$ cat src/design/mac_stat_pkg.sv
`default_nettype none

package mac_stat_pkg;

    localparam int STAT_DATA_W = 32;  // Host read word
    localparam int SHORT_W     = 16;
    localparam int FCS_CNT_W   = 3;   // Bad FCS count per cycle from the MAC
    localparam int STAT_ADDR_W = 4;

    // Short counters stop here
    localparam logic [SHORT_W-1:0] SHORT_MAX = '1;

    // Host read address map, unlisted addresses read zero
    localparam logic [STAT_ADDR_W-1:0] ADDR_LATCH      = 4'd0;
    localparam logic [STAT_ADDR_W-1:0] ADDR_RX_PKT     = 4'd1;
    localparam logic [STAT_ADDR_W-1:0] ADDR_RX_LOST    = 4'd2;
    localparam logic [STAT_ADDR_W-1:0] ADDR_RX_BEATS   = 4'd3;
    localparam logic [STAT_ADDR_W-1:0] ADDR_RX_BAD_FCS = 4'd4;
    localparam logic [STAT_ADDR_W-1:0] ADDR_RX_MAX_LEN = 4'd5;
    localparam logic [STAT_ADDR_W-1:0] ADDR_TX_PKT     = 4'd6;
    localparam logic [STAT_ADDR_W-1:0] ADDR_TX_BEATS   = 4'd7;
    localparam logic [STAT_ADDR_W-1:0] ADDR_TX_MAX_LEN = 4'd8;
    localparam logic [STAT_ADDR_W-1:0] ADDR_TX_OVF     = 4'd9;
    localparam logic [STAT_ADDR_W-1:0] ADDR_TX_UNF     = 4'd10;
    localparam logic [STAT_ADDR_W-1:0] ADDR_IDLE       = 4'd11;  // Bit 0 rx, bit 1 tx

endpackage

`default_nettype wire

$ cat src/design/mon_stat_if.sv
`timescale 1ns/1ps
`default_nettype none

interface mon_stat_if #(
    parameter int CNT_W = 32
);
    logic [CNT_W-1:0]                 pkt_cnt;
    logic [CNT_W-1:0]                 beat_cnt;
    logic [CNT_W-1:0]                 aux_cnt;    // Lost beats on rx
    logic [mac_stat_pkg::SHORT_W-1:0] err_a_cnt;  // Bad FCS on rx, overflow on tx
    logic [mac_stat_pkg::SHORT_W-1:0] err_b_cnt;  // Underflow on tx
    logic [mac_stat_pkg::SHORT_W-1:0] max_len;
    logic                             idle;

    modport monitor (output pkt_cnt, output beat_cnt, output aux_cnt, output err_a_cnt,
                     output err_b_cnt, output max_len, output idle);
    modport snapshot (input pkt_cnt, input beat_cnt, input aux_cnt, input err_a_cnt,
                      input err_b_cnt, input max_len, input idle);
endinterface

`default_nettype wire

$ cat src/design/snap_rd_if.sv
`timescale 1ns/1ps
`default_nettype none

interface snap_rd_if;
    logic                                 capture;
    logic [mac_stat_pkg::STAT_ADDR_W-1:0] addr;
    logic [mac_stat_pkg::STAT_DATA_W-1:0] data;
    logic [mac_stat_pkg::SHORT_W-1:0]     seq;

    // Read port side
    modport reader (output capture, output addr, input data, input seq);

    modport bank (input capture, input addr, output data, output seq);
endinterface

`default_nettype wire

$ cat src/design/cmac_recv_monitor.sv
`timescale 1ns/1ps
`default_nettype none

module cmac_recv_monitor #(
    parameter int CNT_W = 32
) (
    input  logic                                gt_txusrclk2,
    input  logic                                rst_n,
    input  logic                                valid,
    input  logic                                ready,
    input  logic                                last,
    input  logic                                user,
    input  logic [mac_stat_pkg::FCS_CNT_W-1:0]  bad_fcs,
    mon_stat_if.monitor                         stat
);
    localparam int SW = mac_stat_pkg::SHORT_W;

    logic          beat;
    logic          lost;
    logic [SW:0]   fcs_sum;
    logic [SW-1:0] cur_len;
    logic [SW-1:0] pkt_len;

    assign beat    = valid && ready;
    assign lost    = valid && !ready;  // MAC cannot stall, the beat is gone
    assign fcs_sum = {1'b0, stat.err_a_cnt} + (SW + 1)'(bad_fcs);
    // Length including this beat, held at the limit
    assign pkt_len = (cur_len == mac_stat_pkg::SHORT_MAX) ? cur_len : cur_len + 1'b1;

    assign stat.err_b_cnt = '0;

    // Length and idle follow accepted beats only
    always_ff @(posedge gt_txusrclk2 or negedge rst_n) begin
        if (!rst_n) begin
            stat.pkt_cnt   <= '0;
            stat.beat_cnt  <= '0;
            stat.aux_cnt   <= '0;
            stat.err_a_cnt <= '0;
            stat.max_len   <= '0;
            stat.idle      <= 1'b1;
            cur_len        <= '0;
        end else begin
            if (beat) begin
                stat.beat_cnt <= stat.beat_cnt + 1'b1;
                stat.idle     <= last;
                if (last) begin
                    stat.pkt_cnt <= stat.pkt_cnt + 1'b1;
                    cur_len      <= '0;
                    if (pkt_len > stat.max_len)
                        stat.max_len <= pkt_len;
                end else begin
                    cur_len <= pkt_len;
                end
            end
            if (lost)
                stat.aux_cnt <= stat.aux_cnt + 1'b1;
            stat.err_a_cnt <= fcs_sum[SW] ? mac_stat_pkg::SHORT_MAX : fcs_sum[SW-1:0];
        end
    end

    // Refused beats are the only source of lost count
    assert property (@(posedge gt_txusrclk2) disable iff (!rst_n)
        ready |=> $stable(stat.aux_cnt));

    assert property (@(posedge gt_txusrclk2) disable iff (!rst_n)
        (valid && user) |-> last);  // Error flag rides on the last beat

endmodule

`default_nettype wire

$ cat src/design/cmac_send_monitor.sv
`timescale 1ns/1ps
`default_nettype none

module cmac_send_monitor #(
    parameter int CNT_W = 32
) (
    input  logic        gt_txusrclk2,
    input  logic        rst_n,
    input  logic        valid,
    input  logic        ready,
    input  logic        last,
    input  logic        tx_ovf,
    input  logic        tx_unf,
    mon_stat_if.monitor stat
);
    logic                             beat;
    logic [mac_stat_pkg::SHORT_W-1:0] cur_len;
    logic [mac_stat_pkg::SHORT_W-1:0] pkt_len;

    assign beat    = valid && ready;
    assign pkt_len = (cur_len == mac_stat_pkg::SHORT_MAX) ? cur_len : cur_len + 1'b1;

    assign stat.aux_cnt = '0;  // Nothing is lost on transmit

    always_ff @(posedge gt_txusrclk2 or negedge rst_n) begin
        if (!rst_n) begin
            stat.pkt_cnt   <= '0;
            stat.beat_cnt  <= '0;
            stat.err_a_cnt <= '0;
            stat.err_b_cnt <= '0;
            stat.max_len   <= '0;
            stat.idle      <= 1'b1;
            cur_len        <= '0;
        end else begin
            if (beat) begin
                stat.beat_cnt <= stat.beat_cnt + 1'b1;
                stat.idle     <= last;
                if (last) begin
                    stat.pkt_cnt <= stat.pkt_cnt + 1'b1;
                    cur_len      <= '0;
                    if (pkt_len > stat.max_len)
                        stat.max_len <= pkt_len;
                end else begin
                    cur_len <= pkt_len;
                end
            end
            if (tx_ovf && stat.err_a_cnt != mac_stat_pkg::SHORT_MAX)
                stat.err_a_cnt <= stat.err_a_cnt + 1'b1;
            if (tx_unf && stat.err_b_cnt != mac_stat_pkg::SHORT_MAX)
                stat.err_b_cnt <= stat.err_b_cnt + 1'b1;
        end
    end

    // Offered beat stays until taken
    assert property (@(posedge gt_txusrclk2) disable iff (!rst_n)
        (valid && !ready) |=> valid);

endmodule

`default_nettype wire

$ cat src/design/stat_snapshot.sv
`timescale 1ns/1ps
`default_nettype none

module stat_snapshot #(
    parameter int CNT_W = 32
) (
    input  logic         gt_txusrclk2,
    input  logic         rst_n,
    mon_stat_if.snapshot rx_stat,
    mon_stat_if.snapshot tx_stat,
    snap_rd_if.bank      rd
);
    localparam int DW = mac_stat_pkg::STAT_DATA_W;

    logic [CNT_W-1:0]                 rx_pkt;
    logic [CNT_W-1:0]                 rx_lost;
    logic [CNT_W-1:0]                 rx_beats;
    logic [CNT_W-1:0]                 tx_pkt;
    logic [CNT_W-1:0]                 tx_beats;
    logic [mac_stat_pkg::SHORT_W-1:0] rx_bad_fcs;
    logic [mac_stat_pkg::SHORT_W-1:0] rx_max;
    logic [mac_stat_pkg::SHORT_W-1:0] tx_max;
    logic [mac_stat_pkg::SHORT_W-1:0] tx_ovf;
    logic [mac_stat_pkg::SHORT_W-1:0] tx_unf;
    logic [1:0]                       idle;  // {tx, rx}

    always_ff @(posedge gt_txusrclk2 or negedge rst_n) begin
        if (!rst_n) begin
            rx_pkt     <= '0;
            rx_lost    <= '0;
            rx_beats   <= '0;
            rx_bad_fcs <= '0;
            rx_max     <= '0;
            tx_pkt     <= '0;
            tx_beats   <= '0;
            tx_max     <= '0;
            tx_ovf     <= '0;
            tx_unf     <= '0;
            idle       <= 2'b11;
            rd.seq     <= '0;
        end else if (rd.capture) begin
            rx_pkt     <= rx_stat.pkt_cnt;
            rx_lost    <= rx_stat.aux_cnt;
            rx_beats   <= rx_stat.beat_cnt;
            rx_bad_fcs <= rx_stat.err_a_cnt;
            rx_max     <= rx_stat.max_len;
            tx_pkt     <= tx_stat.pkt_cnt;
            tx_beats   <= tx_stat.beat_cnt;
            tx_max     <= tx_stat.max_len;
            tx_ovf     <= tx_stat.err_a_cnt;
            tx_unf     <= tx_stat.err_b_cnt;
            idle       <= {tx_stat.idle, rx_stat.idle};
            rd.seq     <= rd.seq + 1'b1;
        end
    end

    // Latch address is answered by the read port from seq
    always_comb begin
        case (rd.addr)
            mac_stat_pkg::ADDR_RX_PKT:     rd.data = DW'(rx_pkt);
            mac_stat_pkg::ADDR_RX_LOST:    rd.data = DW'(rx_lost);
            mac_stat_pkg::ADDR_RX_BEATS:   rd.data = DW'(rx_beats);
            mac_stat_pkg::ADDR_RX_BAD_FCS: rd.data = DW'(rx_bad_fcs);
            mac_stat_pkg::ADDR_RX_MAX_LEN: rd.data = DW'(rx_max);
            mac_stat_pkg::ADDR_TX_PKT:     rd.data = DW'(tx_pkt);
            mac_stat_pkg::ADDR_TX_BEATS:   rd.data = DW'(tx_beats);
            mac_stat_pkg::ADDR_TX_MAX_LEN: rd.data = DW'(tx_max);
            mac_stat_pkg::ADDR_TX_OVF:     rd.data = DW'(tx_ovf);
            mac_stat_pkg::ADDR_TX_UNF:     rd.data = DW'(tx_unf);
            mac_stat_pkg::ADDR_IDLE:       rd.data = DW'(idle);
            default:                       rd.data = '0;
        endcase
    end

    // One capture per host latch read
    assert property (@(posedge gt_txusrclk2) disable iff (!rst_n)
        rd.capture |=> !rd.capture);

endmodule

`default_nettype wire

$ cat src/design/stat_read_port.sv
`timescale 1ns/1ps
`default_nettype none

module stat_read_port (
    input  logic                                   gt_txusrclk2,
    input  logic                                   rst_n,
    input  logic                                   rd_req,
    input  logic [mac_stat_pkg::STAT_ADDR_W-1:0]   rd_addr,
    output logic                                   rd_ack,
    output logic [mac_stat_pkg::STAT_DATA_W-1:0]   rd_data,
    snap_rd_if.reader                              rd
);
    localparam int DW = mac_stat_pkg::STAT_DATA_W;

    localparam logic [1:0] S_IDLE = 2'd0;
    localparam logic [1:0] S_ARM  = 2'd1;  // Capture cycle on a latch read
    localparam logic [1:0] S_WAIT = 2'd2;
    localparam logic [1:0] S_ACK  = 2'd3;

    logic [1:0]                           state;
    logic [mac_stat_pkg::STAT_ADDR_W-1:0] addr_q;
    logic                                 is_latch;

    always_ff @(posedge gt_txusrclk2 or negedge rst_n) begin
        if (!rst_n) begin
            state <= S_IDLE;
        end else begin
            case (state)
                S_IDLE:  if (rd_req) state <= S_ARM;
                S_ARM:   state <= S_WAIT;
                S_WAIT:  state <= S_ACK;
                default: if (!rd_req) state <= S_IDLE;  // Hold ack until req drops
            endcase
        end
    end

    always_ff @(posedge gt_txusrclk2) begin
        if (state == S_IDLE && rd_req)
            addr_q <= rd_addr;
    end

    assign is_latch   = addr_q == mac_stat_pkg::ADDR_LATCH;
    assign rd.addr    = addr_q;
    assign rd.capture = (state == S_ARM) && is_latch;
    assign rd_ack     = state == S_ACK;
    assign rd_data    = !rd_ack ? '0 : (is_latch ? DW'(rd.seq) : rd.data);

    assert property (@(posedge gt_txusrclk2) disable iff (!rst_n)
        (rd_ack && rd_req) |=> rd_ack);

endmodule

`default_nettype wire

$ cat src/design/cmac_stat_top.sv
`timescale 1ns/1ps
`default_nettype none

module cmac_stat_top #(
    parameter int CNT_W = 32
) (
    input  logic                                   gt_txusrclk2,
    input  logic                                   rst_n,
    input  logic                                   rx_valid,
    input  logic                                   rx_ready,
    input  logic                                   rx_last,
    input  logic                                   rx_user,
    input  logic [mac_stat_pkg::FCS_CNT_W-1:0]     rx_bad_fcs,
    input  logic                                   tx_valid,
    input  logic                                   tx_ready,
    input  logic                                   tx_last,
    input  logic                                   tx_ovf,
    input  logic                                   tx_unf,
    input  logic                                   rd_req,
    input  logic [mac_stat_pkg::STAT_ADDR_W-1:0]   rd_addr,
    output logic                                   rd_ack,
    output logic [mac_stat_pkg::STAT_DATA_W-1:0]   rd_data
);
    mon_stat_if #(.CNT_W(CNT_W)) rx_stat ();
    mon_stat_if #(.CNT_W(CNT_W)) tx_stat ();
    snap_rd_if                   snap_rd ();

    cmac_recv_monitor #(.CNT_W(CNT_W)) recv_mon_i (
        .gt_txusrclk2 (gt_txusrclk2),
        .rst_n        (rst_n),
        .valid        (rx_valid),
        .ready        (rx_ready),
        .last         (rx_last),
        .user         (rx_user),
        .bad_fcs      (rx_bad_fcs),
        .stat         (rx_stat)
    );

    cmac_send_monitor #(.CNT_W(CNT_W)) send_mon_i (
        .gt_txusrclk2 (gt_txusrclk2),
        .rst_n        (rst_n),
        .valid        (tx_valid),
        .ready        (tx_ready),
        .last         (tx_last),
        .tx_ovf       (tx_ovf),
        .tx_unf       (tx_unf),
        .stat         (tx_stat)
    );

    stat_snapshot #(.CNT_W(CNT_W)) snapshot_i (
        .gt_txusrclk2 (gt_txusrclk2),
        .rst_n        (rst_n),
        .rx_stat      (rx_stat),
        .tx_stat      (tx_stat),
        .rd           (snap_rd)
    );

    stat_read_port read_port_i (
        .gt_txusrclk2 (gt_txusrclk2),
        .rst_n        (rst_n),
        .rd_req       (rd_req),
        .rd_addr      (rd_addr),
        .rd_ack       (rd_ack),
        .rd_data      (rd_data),
        .rd           (snap_rd)
    );

endmodule

`default_nettype wire

$ cat config.mk
export PLATFORM = sky130hd
export DESIGN_NAME = cmac_stat_top
export DESIGN_NICKNAME = d
export VERILOG_FILES = /design/src/design/mac_stat_pkg.sv /design/src/design/mon_stat_if.sv /design/src/design/snap_rd_if.sv /design/src/design/cmac_recv_monitor.sv /design/src/design/cmac_send_monitor.sv /design/src/design/stat_snapshot.sv /design/src/design/stat_read_port.sv /design/src/design/cmac_stat_top.sv
export SDC_FILE = /design/constraint.sdc
export NUM_CORES = 1
export LEC_CHECK = 0
export BUFFER_PORTS_ARGS = -buffer_cell sky130_fd_sc_hd__buf_4
export CORE_MARGIN = 2
export CORE_UTILIZATION = 57
export CTS_CLUSTER_SIZE = 25
export DETAILED_ROUTE_END_ITERATION = 10
export GPL_TIMING_DRIVEN = 0
export PLACE_DENSITY_LB_ADDON = 0.2
export SETUP_SLACK_MARGIN = 0.15
export SYNTH_ARGS = -nofsm -noshare
export SYNTH_HDL_FRONTEND = slang
export SYNTH_HIERARCHICAL = 1
export SYNTH_SLANG_ARGS = --single-unit
export TNS_END_PERCENT = 5
$ cat constraint.sdc
create_clock -name gt_txusrclk2 -period 3.29 [get_ports gt_txusrclk2]
set_input_delay 0 -clock gt_txusrclk2 [delete_from_list [all_inputs] [get_ports gt_txusrclk2]]
set_output_delay 0 -clock gt_txusrclk2 [all_outputs]
set_load 0.02 [all_outputs]
# After elaboration in Yosys (flattened, before gate mapping)
# Cells that the tools add are included.
[word_totals] register_bits=538 inputBits=19 output_inout_bits=33 word_cells=87
[op_classes] add_sub_neg=11 order_cmp=2 eq_ne=20 muxes=11 n_reduce_logical=15
[ops] operator="$pmux 32 s11" n=1
[ops] operator="$add 32x1->32 const B" n=5
[ops] operator="$add 16x1->16 const B" n=5
[ops] operator="$mux 16" n=5
[ops] operator="$mux 32" n=2
[ops] operator="$eq 16x16->1 const B" n=2
[ops] operator="$gt 16x16->1" n=2
[ops] operator="$ne 16x16->1 const B" n=2
[ops] operator="$add 16x3->17" n=1
[ops] operator="$eq 4x3->1 const B" n=4
[ops] operator="$eq 4x4->1 const B" n=4
[ops] operator="$eq 4x2->1 const B" n=2
[ops] operator="$logic_and 1x1->1" n=7
[ops] operator="$pmux 2 s3" n=1
[ops] operator="$reduce_and 2->1" n=3
[ops] operator="$reduce_and 3->1" n=2
[ops] operator="$eq 2x2->1 const B" n=2
[ops] operator="$eq 4x1->1 const B" n=1
[ops] operator="$logic_not 4->1" n=1
[ops] operator="$mux 2" n=2
[ops] operator="$ne 4x1->1 const B" n=1
[ops] operator="$eq 2x1->1 const B" n=1
[ops] operator="$logic_not 2->1" n=1
[ops] operator="$ne 2x2->1 const B" n=1
[ops] operator="$logic_not 1->1" n=1

# Longest topological paths before layout
[depth] depth_word=4 ltp_mapped=16 mapped_depth_nobuf=13

# Cells and area by module
# The synthesis kept the hierarchy.
[modules_own_cells] module="stat_snapshot" instances=1 cells_per_inst=848 area_each_um2=11583.6 seq_area_each_um2=6458.7
[modules_own_cells] module="cmac_recv_monitor" instances=1 cells_per_inst=652 area_each_um2=7196.9 seq_area_each_um2=3629.7
[modules_own_cells] module="cmac_send_monitor" instances=1 cells_per_inst=620 area_each_um2=6578.8 seq_area_each_um2=3229.3
[modules_own_cells] module="stat_read_port" instances=1 cells_per_inst=95 area_each_um2=728.2 seq_area_each_um2=170.2

# Worst setup path before layout
# No wires, ideal clock.
[synth_timing] path_type="register to register" from="reg send_mon_i/cur_len[0] (netlist name)" to="reg send_mon_i.stat.max_len[10]" setup_ns=0.125 t_arrival_ns=3.470 t_required_ns=3.165 path_slack_ns=-0.305 path_stages_with_launch=14 path_buffers=2 synth_period_minus_slack_ns=3.595 path_cell_list="dfrtp_1 -> ha_1 -> and4_1 -> clkbuf_1 -> nand2_1 -> nor2_1 -> mux2_2 -> ha_1 -> nand4_1 -> or4_1 -> a21o_1 -> a31oi_4 -> buf_12 -> mux2_4"
[synth_via] elab_chain_cells=4 word_cells_on_any_way=5 cone_classes="1 x add/sub; 1 x order compare; 1 x eq/ne; 1 x mux; 1 x reduce/logical"
[synth_rtl] element="start: declaration" line="cmac_send_monitor.sv:17" source="logic [mac_stat_pkg::SHORT_W-1:0] cur_len;"
[synth_rtl] element="start signal: assignment" line="cmac_send_monitor.sv:44" source="cur_len <= pkt_len;"
[synth_rtl] element="$add 16x1->16 or $eq 16x16->1 (tied branches)" line="cmac_send_monitor.sv:21" source="assign pkt_len = (cur_len == mac_stat_pkg::SHORT_MAX) ? cur_len : cur_len + 1'b1;"
[synth_rtl] element="$mux 16 *" line="cmac_send_monitor.sv:21"
[synth_rtl] element="named net send_mon_i.pkt_len (one bit)" line="cmac_send_monitor.sv:18" source="logic [mac_stat_pkg::SHORT_W-1:0] pkt_len;"
[synth_rtl] element="$gt 16x16->1 *" line="cmac_send_monitor.sv:41" source="if (pkt_len > stat.max_len)"
[synth_rtl] element="$reduce_and 3->1 (no source line) *"
[synth_rtl] element="end signal: assignment" line="cmac_send_monitor.sv:42" source="stat.max_len <= pkt_len;"
[synth_rtl] element="end: declaration" line="mon_stat_if.sv:16" source="output err_b_cnt, output max_len, output idle);"
# Mark *: on every way through the listed nets, which the timed path passes. The rest lies on a longest branch.
# A chain may end at the register's enable or synchronous reset.

# Final worst setup path
[layout_timing] from="reg send_mon_i/cur_len[0] (netlist name)" to="reg send_mon_i.stat.max_len[9]"
[layout_via] elab_chain_cells=4 word_cells_on_any_way=5 cone_classes="1 x add/sub; 1 x order compare; 1 x eq/ne; 1 x mux; 1 x reduce/logical"
[layout_rtl] element="$add 16x1->16 or $eq 16x16->1 (tied branches)" line="cmac_send_monitor.sv:21"
[layout_rtl] element="$mux 16 *" line="cmac_send_monitor.sv:21"
[layout_rtl] element="named net send_mon_i.pkt_len (one bit)" line="cmac_send_monitor.sv:18"
[layout_rtl] element="$gt 16x16->1" line="cmac_send_monitor.sv:41"
[layout_rtl] element="$reduce_and 3->1 (no source line)"
# Marks and branches as above.

==> summary.txt <==
outcome: finished, violations left
failing checks: setup timing
Worst Setup End Kind: flip-flop
layout cells sized above 1: 26.9%
clk_lat worst skew: 0.62 ns
YS warnings: 6
Final Setup Violations: 25
grt ovf: 0
Avg Cell Area, Syn: 11.9 µm²
layout overhead on the synthesized area: 15.6%
ANT nets after route: 0
htree depth: 2
Root Buffer: clkbuf_16
most frequent cells in the layout: dfrtp_1, mux2_2, nand2_1, xnor2_1, nand3_1
Worst Tran Pin Value: 0.995 ns
fin crit period: 3.68 ns
Top Ports: 52
Max Cap Violations: 0
TritonCTS clock tree: built
Post-Syn Nets: 2238
critical setup path kind: flip-flop to flip-flop
Clock Sinks: 538
highest metal used: met4
Num CTS Buffers: 56
Total Nets Final: 2393
Initial DRT Pass Iterations: 5
CTS Buffer Depth: 3
number of global-route vias before repair: 18000
met1 wire length: 30600 µm
worst-path fanout max: 5
worst vdd ir: 0.000517 V
antenna violations before repair: 1
r2r worst-path depth: 15
clock transition at the registers of the reported paths: 0.06 ns
core footprint: 0.0444 mm²
Die X: 216 µm
max-slew violation count: 0
Detailed Place HPWL: 49300 µm
first-pass GRT wire length: 106000 µm
gpl congestion: 0.971
# rows: 77
metal2 WL: 31000 µm
WL/cell: 23.1 µm
Slew HR: 33.1%
PD cells: 578 mW/mm²
setup_tns: -6.78 ns
final hold slack: 0.111 ns
startpoint types: flip-flop
WL met3: 4460 µm
Final Cycle Share: 112%
Filler Cell Count: 3248
Fmax: 0.272 GHz
Fin. Hold Viols: 0
Worst EP required: 3.79 ns
GRT Total Usage: 29.5%
Worst Setup Slack, final: -0.387 ns
DR DRC count: 0
number of DRC markers in iteration 0: 1668
Vias/cell: 6.06
Power, Total: 17.2 mW
post-synthesis cell area: 0.0257 mm²
IO Port Bufs: 49
Die Height: 216 µm
Leak: 14.0 nW
clk_skew: 0.0279 ns
unrepaired setup endpoints after global routing: yes
Critical Path AT: 4.17 ns
largest net degree at the start of global routing: 131
DRT Wirelength: 68200 µm
Syn Inst Count: 2165
hold path cells: 2
full die area: 0.0468 mm²
Hold Path Class: input pin to flip-flop
commonest non-fill, non-tap cell in the layout: dfrtp_1
Starting Density: 57.9%
Vias: 17900
[critical path, stage by stage, from the launching register on]
cell,delay [ns]
dfrtp_2,0.43
ha_4,0.16
and4_1,0.18
clkbuf_8,0.15
and4_1,0.15
clkbuf_8,0.14
nor3_4,0.19
xor2_2,0.12
ha_1,0.33
nand4_1,0.12
or4_4,0.56
a21o_1,0.21
a31oi_4,0.23
buf_12,0.15
buf_12,0.12
mux2_4,0.30
[worst paths after layout]
check / from / endpoint / slack, ns
setup reg to reg: send_mon_i/cur_len[0] / send_mon_i/stat.max_len[9] / -0.39
hold / removal: rd_addr[2] / read_port_i/rd.addr[2] / 0.11
setup / recovery: send_mon_i/cur_len[0] / send_mon_i/stat.max_len[9] / -0.39
max in group asynchronous: rst_n / send_mon_i/stat.pkt_cnt[30] / 1.58
hold reg to reg: recv_mon_i/stat.pkt_cnt[31] / recv_mon_i/stat.pkt_cnt[31] / 0.47
min in group asynchronous: rst_n / send_mon_i/stat.err_a_cnt[0] / 0.53
[metrics by stage]
| step | cell area [µm²] | utilization [%] | cells | worst slack (ns) |
|---|---|---|---|---|
| final | 29700 | 66.9 | 2957 | -0.387 |
| after global routing | 29700 | 66.9 | 2955 | -0.543 |
| after CTS | 29400 | 66.2 | 2948 | -0.336 |
| after detailed placement | 27000 | 60.7 | 2811 | -0.514 |
| after global placement | 26800 | 60.4 | 2806 | -3.32 |
| after floorplan | 25700 | - | 2165 | -0.124 |
[layout make-up]
type | instances | area (µm²) | area share, %
Sequential cell | 538 | 13500 | 45.4
Multi-Input combinational cell | 1471 | 11800 | 39.5
Clock buffer | 87 | 1700 | 5.71
Timing Repair Buffer | 97 | 943 | 3.17
Tap cell | 592 | 741 | 2.49
Buffer | 105 | 712 | 2.39
Clock inverter | 14 | 195 | 0.656
Inverter | 51 | 191 | 0.644
Antenna cell | 2 | 5.00 | 0.0168
[per-layer routing]
layer,up-vias,global-route usage [%]
li1,8074,-
met3,119,5.80
met5,-,0
met1,9181,42.5
met4,0,9.52
met2,531,45.3
[report_power, final]
| part | switching (mW) | internal (mW) |
|---|---|---|
| clock network | 2.62 | 3.85 |
| registers | 0.789 | 7.30 |
| logic | 1.41 | 1.22 |
| total | 4.81 | 12.4 |
[what timing repair did]
item | 4_1_cts | 5_1_grt
setup buffers | 14 | 7
cloned | 1 | 0
hold endpoints to repair | 348 | 0
hold buffers | 21 | 0
pin swaps | 7 | 28
resized for setup | 39 | 65
setup endpoints to repair | 48 | 49
(Power assumes the default switching activity.)
